File: config.mk
export PLATFORM = sky130hd
export DESIGN_NAME = cpu_issue
export DESIGN_NICKNAME = d
export VERILOG_FILES = /design/src/verilog/cpu_pkg.sv /design/src/verilog/cpu_decode.sv /design/src/verilog/cpu_hazard.sv /design/src/verilog/cpu_hazard_pipe.sv /design/src/verilog/cpu_issue.sv
export SDC_FILE = /design/constraint.sdc
export NUM_CORES = 1
export LEC_CHECK = 0
export BUFFER_PORTS_ARGS = -buffer_cell sky130_fd_sc_hd__buf_2
export CORE_MARGIN = 2
export CORE_UTILIZATION = 47
export CTS_CLUSTER_DIAMETER = 150
export DETAILED_ROUTE_END_ITERATION = 12
export HOLD_SLACK_MARGIN = 0.1
export PLACE_DENSITY_LB_ADDON = 0.25
export SYNTH_ARGS = -nofsm -noshare
export SYNTH_HDL_FRONTEND = slang
export SYNTH_SLANG_ARGS = --single-unit
File: constraint.sdc
create_clock -name clk -period 2.45 [get_ports clk]
set_input_delay 0.49 -clock clk [delete_from_list [all_inputs] [get_ports clk]]
set_output_delay 0.49 -clock clk [all_outputs]
set_load 0.1 [all_outputs]
File: src/verilog/cpu_pkg.sv
// CPU issue package: instruction fields, opcodes, conditions and hazard structs.
`default_nettype none

package cpu_pkg;

	// ~~~~~~~~~~~~~~~~~~~~~~~~~~~~~~~~~~~~~~~~~~~~~~~~~~~~~~~~~~~~~~~~~~~~
	// Basic field types
	// ~~~~~~~~~~~~~~~~~~~~~~~~~~~~~~~~~~~~~~~~~~~~~~~~~~~~~~~~~~~~~~~~~~~~

	typedef logic [3:0]  reg_idx_t;  // One of 16 registers.
	typedef logic [15:0] instr_t;    // Fixed 16-bit instruction word.

	localparam reg_idx_t R0            = 4'd0;   // Reads as zero.
	localparam reg_idx_t LINK_REGISTER = 4'd15;  // Written by branch with link.

	// Opcode in bits 15:12. Codes above op_io_out act as op_nop.
	typedef enum logic [3:0] {
		op_nop         = 4'h0,
		op_alu_rr      = 4'h1,  // rd = ra op rb.
		op_alu_ri      = 4'h2,  // rd = ra op imm4.
		op_alu_single  = 4'h3,  // rd = op rd.
		op_cmp         = 4'h4,  // Flags only.
		op_load        = 4'h5,
		op_store       = 4'h6,
		op_branch      = 4'h7,
		op_branch_link = 4'h8,
		op_io_in       = 4'h9,
		op_io_out      = 4'ha
	} opcode_e;

	// Branch condition shares the rd field.
	typedef enum logic [3:0] {
		cond_always = 4'h0,  // The only condition that ignores flags.
		cond_eq     = 4'h1,
		cond_ne     = 4'h2,
		cond_cs     = 4'h3,
		cond_cc     = 4'h4,
		cond_mi     = 4'h5,
		cond_pl     = 4'h6,
		cond_vs     = 4'h7,
		cond_vc     = 4'h8,
		cond_gt     = 4'h9,
		cond_ge     = 4'ha,
		cond_lt     = 4'hb,
		cond_le     = 4'hc
	} cond_e;

	// ~~~~~~~~~~~~~~~~~~~~~~~~~~~~~~~~~~~~~~~~~~~~~~~~~~~~~~~~~~~~~~~~~~~~
	// Structs passed between issue blocks
	// ~~~~~~~~~~~~~~~~~~~~~~~~~~~~~~~~~~~~~~~~~~~~~~~~~~~~~~~~~~~~~~~~~~~~

	typedef struct packed {
		reg_idx_t reg_a;  // R0 when unused.
		reg_idx_t reg_b;  // R0 when unused.
	} reg_sel_t;

	typedef struct packed {
		reg_idx_t dest;            // Register written, R0 for none.
		logic     modifies_flags;
	} hazard_info_t;

	typedef struct packed {
		logic hazard_1;
		logic hazard_2;
		logic hazard_3;
	} hazard_vec_t;

	// ~~~~~~~~~~~~~~~~~~~~~~~~~~~~~~~~~~~~~~~~~~~~~~~~~~~~~~~~~~~~~~~~~~~~
	// Field extraction
	// ~~~~~~~~~~~~~~~~~~~~~~~~~~~~~~~~~~~~~~~~~~~~~~~~~~~~~~~~~~~~~~~~~~~~

	function automatic opcode_e opcode_of(input instr_t ins);
		return opcode_e'(ins[15:12]);
	endfunction

	function automatic reg_idx_t rd_of(input instr_t ins);
		return ins[11:8];
	endfunction

	function automatic reg_idx_t ra_of(input instr_t ins);
		return ins[7:4];
	endfunction

	function automatic reg_idx_t rb_of(input instr_t ins);
		return ins[3:0];  // Also the 4-bit immediate.
	endfunction

	function automatic cond_e cond_of(input instr_t ins);
		return cond_e'(ins[11:8]);
	endfunction

endpackage

`default_nettype wire

File: src/verilog/cpu_decode.sv
// CPU decode: picks the registers that the p0 instruction reads.
`timescale 1ns/1ns
`default_nettype none

module cpu_decode (
	input  cpu_pkg::instr_t   instruction,  // p0 slot instruction.
	output cpu_pkg::reg_sel_t sel           // Read selects for hazard check.
);

	cpu_pkg::opcode_e opcode;
	cpu_pkg::reg_idx_t rd;
	cpu_pkg::reg_idx_t ra;
	cpu_pkg::reg_idx_t rb;

	assign opcode = cpu_pkg::opcode_of(instruction);
	assign rd     = cpu_pkg::rd_of(instruction);
	assign ra     = cpu_pkg::ra_of(instruction);
	assign rb     = cpu_pkg::rb_of(instruction);

	// ~~~~~~~~~~~~~~~~~~~~~~~~~~~~~~~~~~~~~~~~~~~~~~~~~~~~~~~~~~~~~~~~~~~~
	// Read port selection
	// ~~~~~~~~~~~~~~~~~~~~~~~~~~~~~~~~~~~~~~~~~~~~~~~~~~~~~~~~~~~~~~~~~~~~

	always_comb begin
		sel.reg_a = cpu_pkg::R0;
		sel.reg_b = cpu_pkg::R0;

		case (opcode)
			// Two register sources.
			cpu_pkg::op_alu_rr,
			cpu_pkg::op_cmp,
			cpu_pkg::op_store,
			cpu_pkg::op_io_out: begin
				sel.reg_a = ra;
				sel.reg_b = rb;  // Store data or second operand.
			end

			// Single source in ra, bits 3:0 are an immediate.
			cpu_pkg::op_alu_ri,
			cpu_pkg::op_load,
			cpu_pkg::op_io_in: begin
				sel.reg_a = ra;
			end

			// Branch target register, rd holds the condition.
			cpu_pkg::op_branch,
			cpu_pkg::op_branch_link: begin
				sel.reg_a = ra;
			end

			// Operates in place on rd.
			cpu_pkg::op_alu_single: begin
				sel.reg_a = rd;
			end

			default: begin
				sel.reg_a = cpu_pkg::R0;  // Nop and unused codes.
				sel.reg_b = cpu_pkg::R0;
			end
		endcase
	end

endmodule

`default_nettype wire

File: src/verilog/cpu_hazard.sv
// CPU hazard: p0 write target and flag use, compared against stages p1 to p3.
`timescale 1ns/1ns
`default_nettype none

module cpu_hazard (
	input  logic                  clk,          // Clocks the checks below.
	input  logic                  reset,
	input  cpu_pkg::instr_t       instruction,  // p0 slot instruction.
	input  logic                  ins_valid,
	input  cpu_pkg::reg_sel_t     sel,          // Registers p0 reads.
	input  cpu_pkg::hazard_info_t stage1,
	input  cpu_pkg::hazard_info_t stage2,
	input  cpu_pkg::hazard_info_t stage3,
	output cpu_pkg::hazard_info_t info0,        // Travels down the pipe.
	output cpu_pkg::hazard_vec_t  hazards
);

	cpu_pkg::opcode_e  opcode;
	cpu_pkg::reg_idx_t dest0;
	logic              flags0;
	logic              uses_flags;

	assign opcode = cpu_pkg::opcode_of(instruction);

	// ~~~~~~~~~~~~~~~~~~~~~~~~~~~~~~~~~~~~~~~~~~~~~~~~~~~~~~~~~~~~~~~~~~~~
	// Write target of p0
	// ~~~~~~~~~~~~~~~~~~~~~~~~~~~~~~~~~~~~~~~~~~~~~~~~~~~~~~~~~~~~~~~~~~~~

	always_comb begin
		dest0 = cpu_pkg::R0;
		case (opcode)
			cpu_pkg::op_alu_rr,
			cpu_pkg::op_alu_ri,
			cpu_pkg::op_alu_single,
			cpu_pkg::op_load,
			cpu_pkg::op_io_in: begin
				dest0 = cpu_pkg::rd_of(instruction);
			end
			cpu_pkg::op_branch_link: begin
				dest0 = cpu_pkg::LINK_REGISTER;  // Return address.
			end
			default: begin
				dest0 = cpu_pkg::R0;  // Compare, store, out, plain branch.
			end
		endcase
	end

	// Flag writers and flag readers.
	always_comb begin
		flags0     = 1'b0;
		uses_flags = 1'b0;
		case (opcode)
			cpu_pkg::op_alu_rr,
			cpu_pkg::op_alu_ri,
			cpu_pkg::op_alu_single,
			cpu_pkg::op_cmp: begin
				flags0 = 1'b1;
			end
			cpu_pkg::op_branch,
			cpu_pkg::op_branch_link: begin
				uses_flags = (cpu_pkg::cond_of(instruction) != cpu_pkg::cond_always);
			end
			default: begin
				flags0     = 1'b0;
				uses_flags = 1'b0;
			end
		endcase
	end

	// An invalid slot exports a bubble.
	always_comb begin
		info0 = '0;
		if (ins_valid) begin
			info0.dest           = dest0;
			info0.modifies_flags = flags0;
		end
	end

	// ~~~~~~~~~~~~~~~~~~~~~~~~~~~~~~~~~~~~~~~~~~~~~~~~~~~~~~~~~~~~~~~~~~~~
	// Hazard compare
	// ~~~~~~~~~~~~~~~~~~~~~~~~~~~~~~~~~~~~~~~~~~~~~~~~~~~~~~~~~~~~~~~~~~~~

	// One stage against the p0 read set. R0 never matches.
	function automatic logic stage_hit(
		input cpu_pkg::reg_sel_t     s,
		input cpu_pkg::hazard_info_t st,
		input logic                  flag_read
	);
		return ((s.reg_a != cpu_pkg::R0) && (s.reg_a == st.dest)) ||
		       ((s.reg_b != cpu_pkg::R0) && (s.reg_b == st.dest)) ||
		       (flag_read && st.modifies_flags);
	endfunction

	always_comb begin
		hazards.hazard_1 = ins_valid && stage_hit(sel, stage1, uses_flags);
		hazards.hazard_2 = ins_valid && stage_hit(sel, stage2, uses_flags);
		hazards.hazard_3 = ins_valid && stage_hit(sel, stage3, uses_flags);
	end

	// ~~~~~~~~~~~~~~~~~~~~~~~~~~~~~~~~~~~~~~~~~~~~~~~~~~~~~~~~~~~~~~~~~~~~
	// Checks
	// ~~~~~~~~~~~~~~~~~~~~~~~~~~~~~~~~~~~~~~~~~~~~~~~~~~~~~~~~~~~~~~~~~~~~

	a_no_hazard_without_valid: assert property (
		@(posedge clk) disable iff (reset)
		(hazards != '0) |-> ins_valid
	) else $error("hazard raised with no valid instruction");

	a_store_writes_nothing: assert property (
		@(posedge clk) disable iff (reset)
		(opcode == cpu_pkg::op_store) |-> (info0.dest == cpu_pkg::R0)
	) else $error("store exported a write register");

endmodule

`default_nettype wire

File: src/verilog/cpu_hazard_pipe.sv
// CPU hazard pipe: carries write and flag info from p1 to p3, bubbling on stall.
`timescale 1ns/1ns
`default_nettype none

module cpu_hazard_pipe (
	input  logic                  clk,
	input  logic                  reset,
	input  cpu_pkg::hazard_info_t info0,      // From the p0 hazard decode.
	input  logic                  ins_valid,
	input  logic                  stall,
	output cpu_pkg::hazard_info_t stage1,
	output cpu_pkg::hazard_info_t stage2,
	output cpu_pkg::hazard_info_t stage3
);

	cpu_pkg::hazard_info_t next1;
	logic                  issue;

	// ~~~~~~~~~~~~~~~~~~~~~~~~~~~~~~~~~~~~~~~~~~~~~~~~~~~~~~~~~~~~~~~~~~~~
	// Stage 1 input select
	// ~~~~~~~~~~~~~~~~~~~~~~~~~~~~~~~~~~~~~~~~~~~~~~~~~~~~~~~~~~~~~~~~~~~~

	assign issue = ins_valid && !stall;  // p0 moves into p1.

	always_comb begin
		next1 = '0;  // Bubble.
		if (issue) begin
			next1 = info0;
		end
	end

	// ~~~~~~~~~~~~~~~~~~~~~~~~~~~~~~~~~~~~~~~~~~~~~~~~~~~~~~~~~~~~~~~~~~~~
	// Shift register
	// ~~~~~~~~~~~~~~~~~~~~~~~~~~~~~~~~~~~~~~~~~~~~~~~~~~~~~~~~~~~~~~~~~~~~

	// The pipe drains every cycle, stall only stops new entries.
	always_ff @(posedge clk) begin
		if (reset) begin
			stage1 <= '0;
			stage2 <= '0;
			stage3 <= '0;
		end else begin
			stage3 <= stage2;  // Leaves the window next edge.
			stage2 <= stage1;
			stage1 <= next1;
		end
	end

	// ~~~~~~~~~~~~~~~~~~~~~~~~~~~~~~~~~~~~~~~~~~~~~~~~~~~~~~~~~~~~~~~~~~~~
	// Checks
	// ~~~~~~~~~~~~~~~~~~~~~~~~~~~~~~~~~~~~~~~~~~~~~~~~~~~~~~~~~~~~~~~~~~~~

	a_bubble_after_stall: assert property (
		@(posedge clk) disable iff (reset)
		stall |=> (stage1 == '0)
	) else $error("stage1 not a bubble after stall");

endmodule

`default_nettype wire

File: src/verilog/cpu_issue.sv
// CPU issue stage top: read decode, hazard detect and hazard pipe driving stall.
`timescale 1ns/1ns
`default_nettype none

module cpu_issue (
	input  logic                 clk,
	input  logic                 reset,
	input  cpu_pkg::instr_t      instruction,        // Held by fetch on stall.
	input  logic                 ins_valid,
	output logic                 stall,
	output cpu_pkg::hazard_vec_t hazards,
	output logic                 issue_valid,        // p0 enters p1 this cycle.
	output cpu_pkg::instr_t      issue_instruction
);

	cpu_pkg::reg_sel_t     sel;
	cpu_pkg::hazard_info_t info0;
	cpu_pkg::hazard_info_t stage1;
	cpu_pkg::hazard_info_t stage2;
	cpu_pkg::hazard_info_t stage3;

	cpu_decode u_decode (
		.instruction (instruction),
		.sel         (sel)
	);

	cpu_hazard u_hazard (
		.clk         (clk),
		.reset       (reset),
		.instruction (instruction),
		.ins_valid   (ins_valid),
		.sel         (sel),
		.stage1      (stage1),
		.stage2      (stage2),
		.stage3      (stage3),
		.info0       (info0),
		.hazards     (hazards)
	);

	cpu_hazard_pipe u_pipe (
		.clk       (clk),
		.reset     (reset),
		.info0     (info0),
		.ins_valid (ins_valid),
		.stall     (stall),
		.stage1    (stage1),
		.stage2    (stage2),
		.stage3    (stage3)
	);

	assign stall             = |hazards;  // Any stage conflict.
	assign issue_valid       = ins_valid && !stall;
	assign issue_instruction = instruction;

	// Bubbles fill the pipe while stalled, so no stall outlives the window.
	a_stall_bounded: assert property (
		@(posedge clk) disable iff (reset)
		stall |-> ##[1:3] !stall
	) else $error("stall held longer than three cycles");

endmodule

`default_nettype wire

==> results.ini <==
[yosys]
synth_edf_count = 0
synth_area_um2 = 1450
synth_seq_cells = 15
synth_cell_types = 48
async_reset_ff_frac = 0
yosysWarnings = 0
syn_nets = 190
synth-seq-area-share = 0.208
synthCells = 171
syn_area_per_cell_um2 = 8.46
synth_ff_type = dfxtp_1

[route]
drtPass1Iterations = 4
viasPerCell = 5.52
routed-via-count = 1429
ant_nets = 0
drtIter0Drc = 36
drt_wl_total_um = 3700
drcViolationCount = 0
wl_per_cell_um = 14.3

[timing]
setup_viol = 5
slew-limit-headroom = 0.673
clock.fmax_mhz = 342
hold_violations = 0
period_minus_slack_ns = 2.92
rsz0062_at_grt = yes
fin_worst_hold_slack_ns = 0.478
finalMaxSlewViolations = 0
fin_skew_ns = 0.00297
period_share = 1.19
setup_ws_ns = -0.474
worst_pin_slew_ns = 0.494

[min_path]
min_path_type = register to register
holdPathStages = 1

[clock_network]
htree_levels = 1
clock-sinks = 15
clk_path_buf_depth = 2
postCtsHoldBufs = 0
path_clk_slew_ns = 0.09
clock_latency_ns = 0.29
cts_tree = done
clockRootBuffer = clkbuf_4
cts_buffers = 3

[cells_and_area]
stdcell_area_um2 = 1990
finish.net_count = 246
multi_input_area_um2 = 1030
drive_gt1_frac = 0.504
regArea_um2 = 300
area_growth_pct = 37.4
n_antenna_cell = 0
num-fill-cells = 271
final_common_cell = buf_4
instances_no_fill = 259
layout_common_cells = buf_4 (32), buf_2 (31), nand2_1 (15), xor2_1 (15), dfxtp_1 (15)

[floorplan]
core_area_um2 = 2980
die_y_um = 59.5
initial_core_util = 0.486
num_rows = 20
die_area_um2 = 3540
ioPinCount = 40
dieWidth_um = 59.5

[run]
cap_viol_max_count = 0

[setup_path]
critPathLaunchType = primary input
crit_arrival_ns = 2.43
rr_worst_depth = 7
endpoint_kind = output port
crit_fanout = 7
crit_type = primary input to output port
crit_required_ns = 1.96

[place]
portBuffers = 39
pre_cts_slack_ns = -0.548
place_congestion = 0.856
placedInstanceArea_um2 = 1840
post-place-cells = 251
hpwl_um = 2940

[global_routing]
grt_use_total = 0.209
grt_pass1_wl_um = 5690
grt_overflow = 0
antenna_found_initial = 0
grt_start_max_net_pins = 13
grt_pass1_vias = 1317

[power_and_ir_drop]
vdd_drop_max_v = 0.000314
leakage_nw = 0.895
powerDensity_nw_per_um2 = 432

[status]
violations = setup timing
outcome = finished with violations

-- Yosys cell counts (2+ instances only) --
master / count / area share
o21ai_0: 9 / 0.031
a21o_1: 3 / 0.016
xor2_1: 15 / 0.091
and3b_1: 2 / 0.012
nand3_1: 3 / 0.010
nand2_1: 15 / 0.039
inv_1: 4 / 0.010
o211ai_1: 4 / 0.021
nor2b_1: 13 / 0.056
nor3_2: 5 / 0.035
nand2_4: 2 / 0.016
nor2_1: 7 / 0.018
buf_4: 19 / 0.099
o311ai_0: 2 / 0.012
xnor2_1: 4 / 0.024
dfxtp_1: 15 / 0.21
a21boi_0: 3 / 0.016
a21oi_1: 6 / 0.021
a32oi_1: 2 / 0.012
nand4b_1: 2 / 0.012
nor3_1: 5 / 0.017
o31ai_4: 2 / 0.029
o41a_1: 2 / 0.016
and2b_2: 2 / 0.012
a221oi_1: 2 / 0.012
-- stage by stage --
step / utilization / TNS (ns) / power (mW)
4_1_cts: 0.649 / -2.11 / 0.849
3_5_place_dp: 0.618 / -3.59 / 0.691
5_1_grt: 0.667 / -2.31 / 0.895
6_report: 0.667 / -2.01 / 0.858
2_1_floorplan: - / -2.23 / 0.584
3_3_place_gp: 0.618 / -3.23 / 0.687
-- cell type report --
cell class                 count  area share
timing repair buffer          74       0.290
clock buffer                   3      0.0113
clock inverter                 1     0.00252
multi-input combinational    129       0.517
tap                           33      0.0208
sequential                    15       0.151
inverter                       4     0.00756
-- sequential cells by signal (all words and copies together) (netlist names) --
signal / flops
u_pipe.stage2: 5
u_pipe.stage1: 5
u_pipe.stage3: 5
-- power breakdown --
part | switching (mW) | internal, mW | leakage (nW)
combinational | 0.295 | 0.166 | 0.756
clock | 0.0819 | 0.0609 | 0.0177
sequential | 0.00589 | 0.249 | 0.121
total | 0.383 | 0.476 | 0.895
-- per-layer routing --
layer / vias to the layer above / wire [µm] / GRT usage
met5: - / 0 / 0
li1: 706 / - / -
met2: 32 / 1880 / 0.356
met1: 687 / 1650 / 0.265
met3: 4 / 139 / 0.0480
met4: 0 / 28 / 0.0487
-- timing repair --
action	4_1_cts	5_1_grt
endpoints found under the setup margin	5	5
pin swaps	12	11
gates cloned	0	0
setup buffers	3	1
resized for setup	13	14
-- critical path: stages --
cell,delay (ns)
buf_8,0.11
or2_4,0.27
a311oi_4,0.30
o21ai_2,0.13
xor2_1,0.18
o41a_1,0.48
buf_4,0.17
nor2b_4,0.12
buf_12,0.18
-- final timing paths --
path,endpoint,slack [ns],from
max,hazards[0],-0.47,instruction[15]
min,u_pipe.stage2[0],0.48,u_pipe.stage1[0]
max reg2reg,u_pipe.stage1[3],0.72,u_pipe.stage1[1]
min reg2reg,u_pipe.stage2[0],0.48,u_pipe.stage1[0]
-- kinds of logic (layout without fill, tap and decap cells) --
group,after synthesis,after routing,synth area share
AO/OA/AOI/OAI,46,46,0.266
XOR/XNOR,19,19,0.115
buffers and inverters,27,82,0.132
flip-flops,15,15,0.208
AND/OR/NAND/NOR,64,64,0.279
No activity file was read; power rests on OpenSTA's default activity.
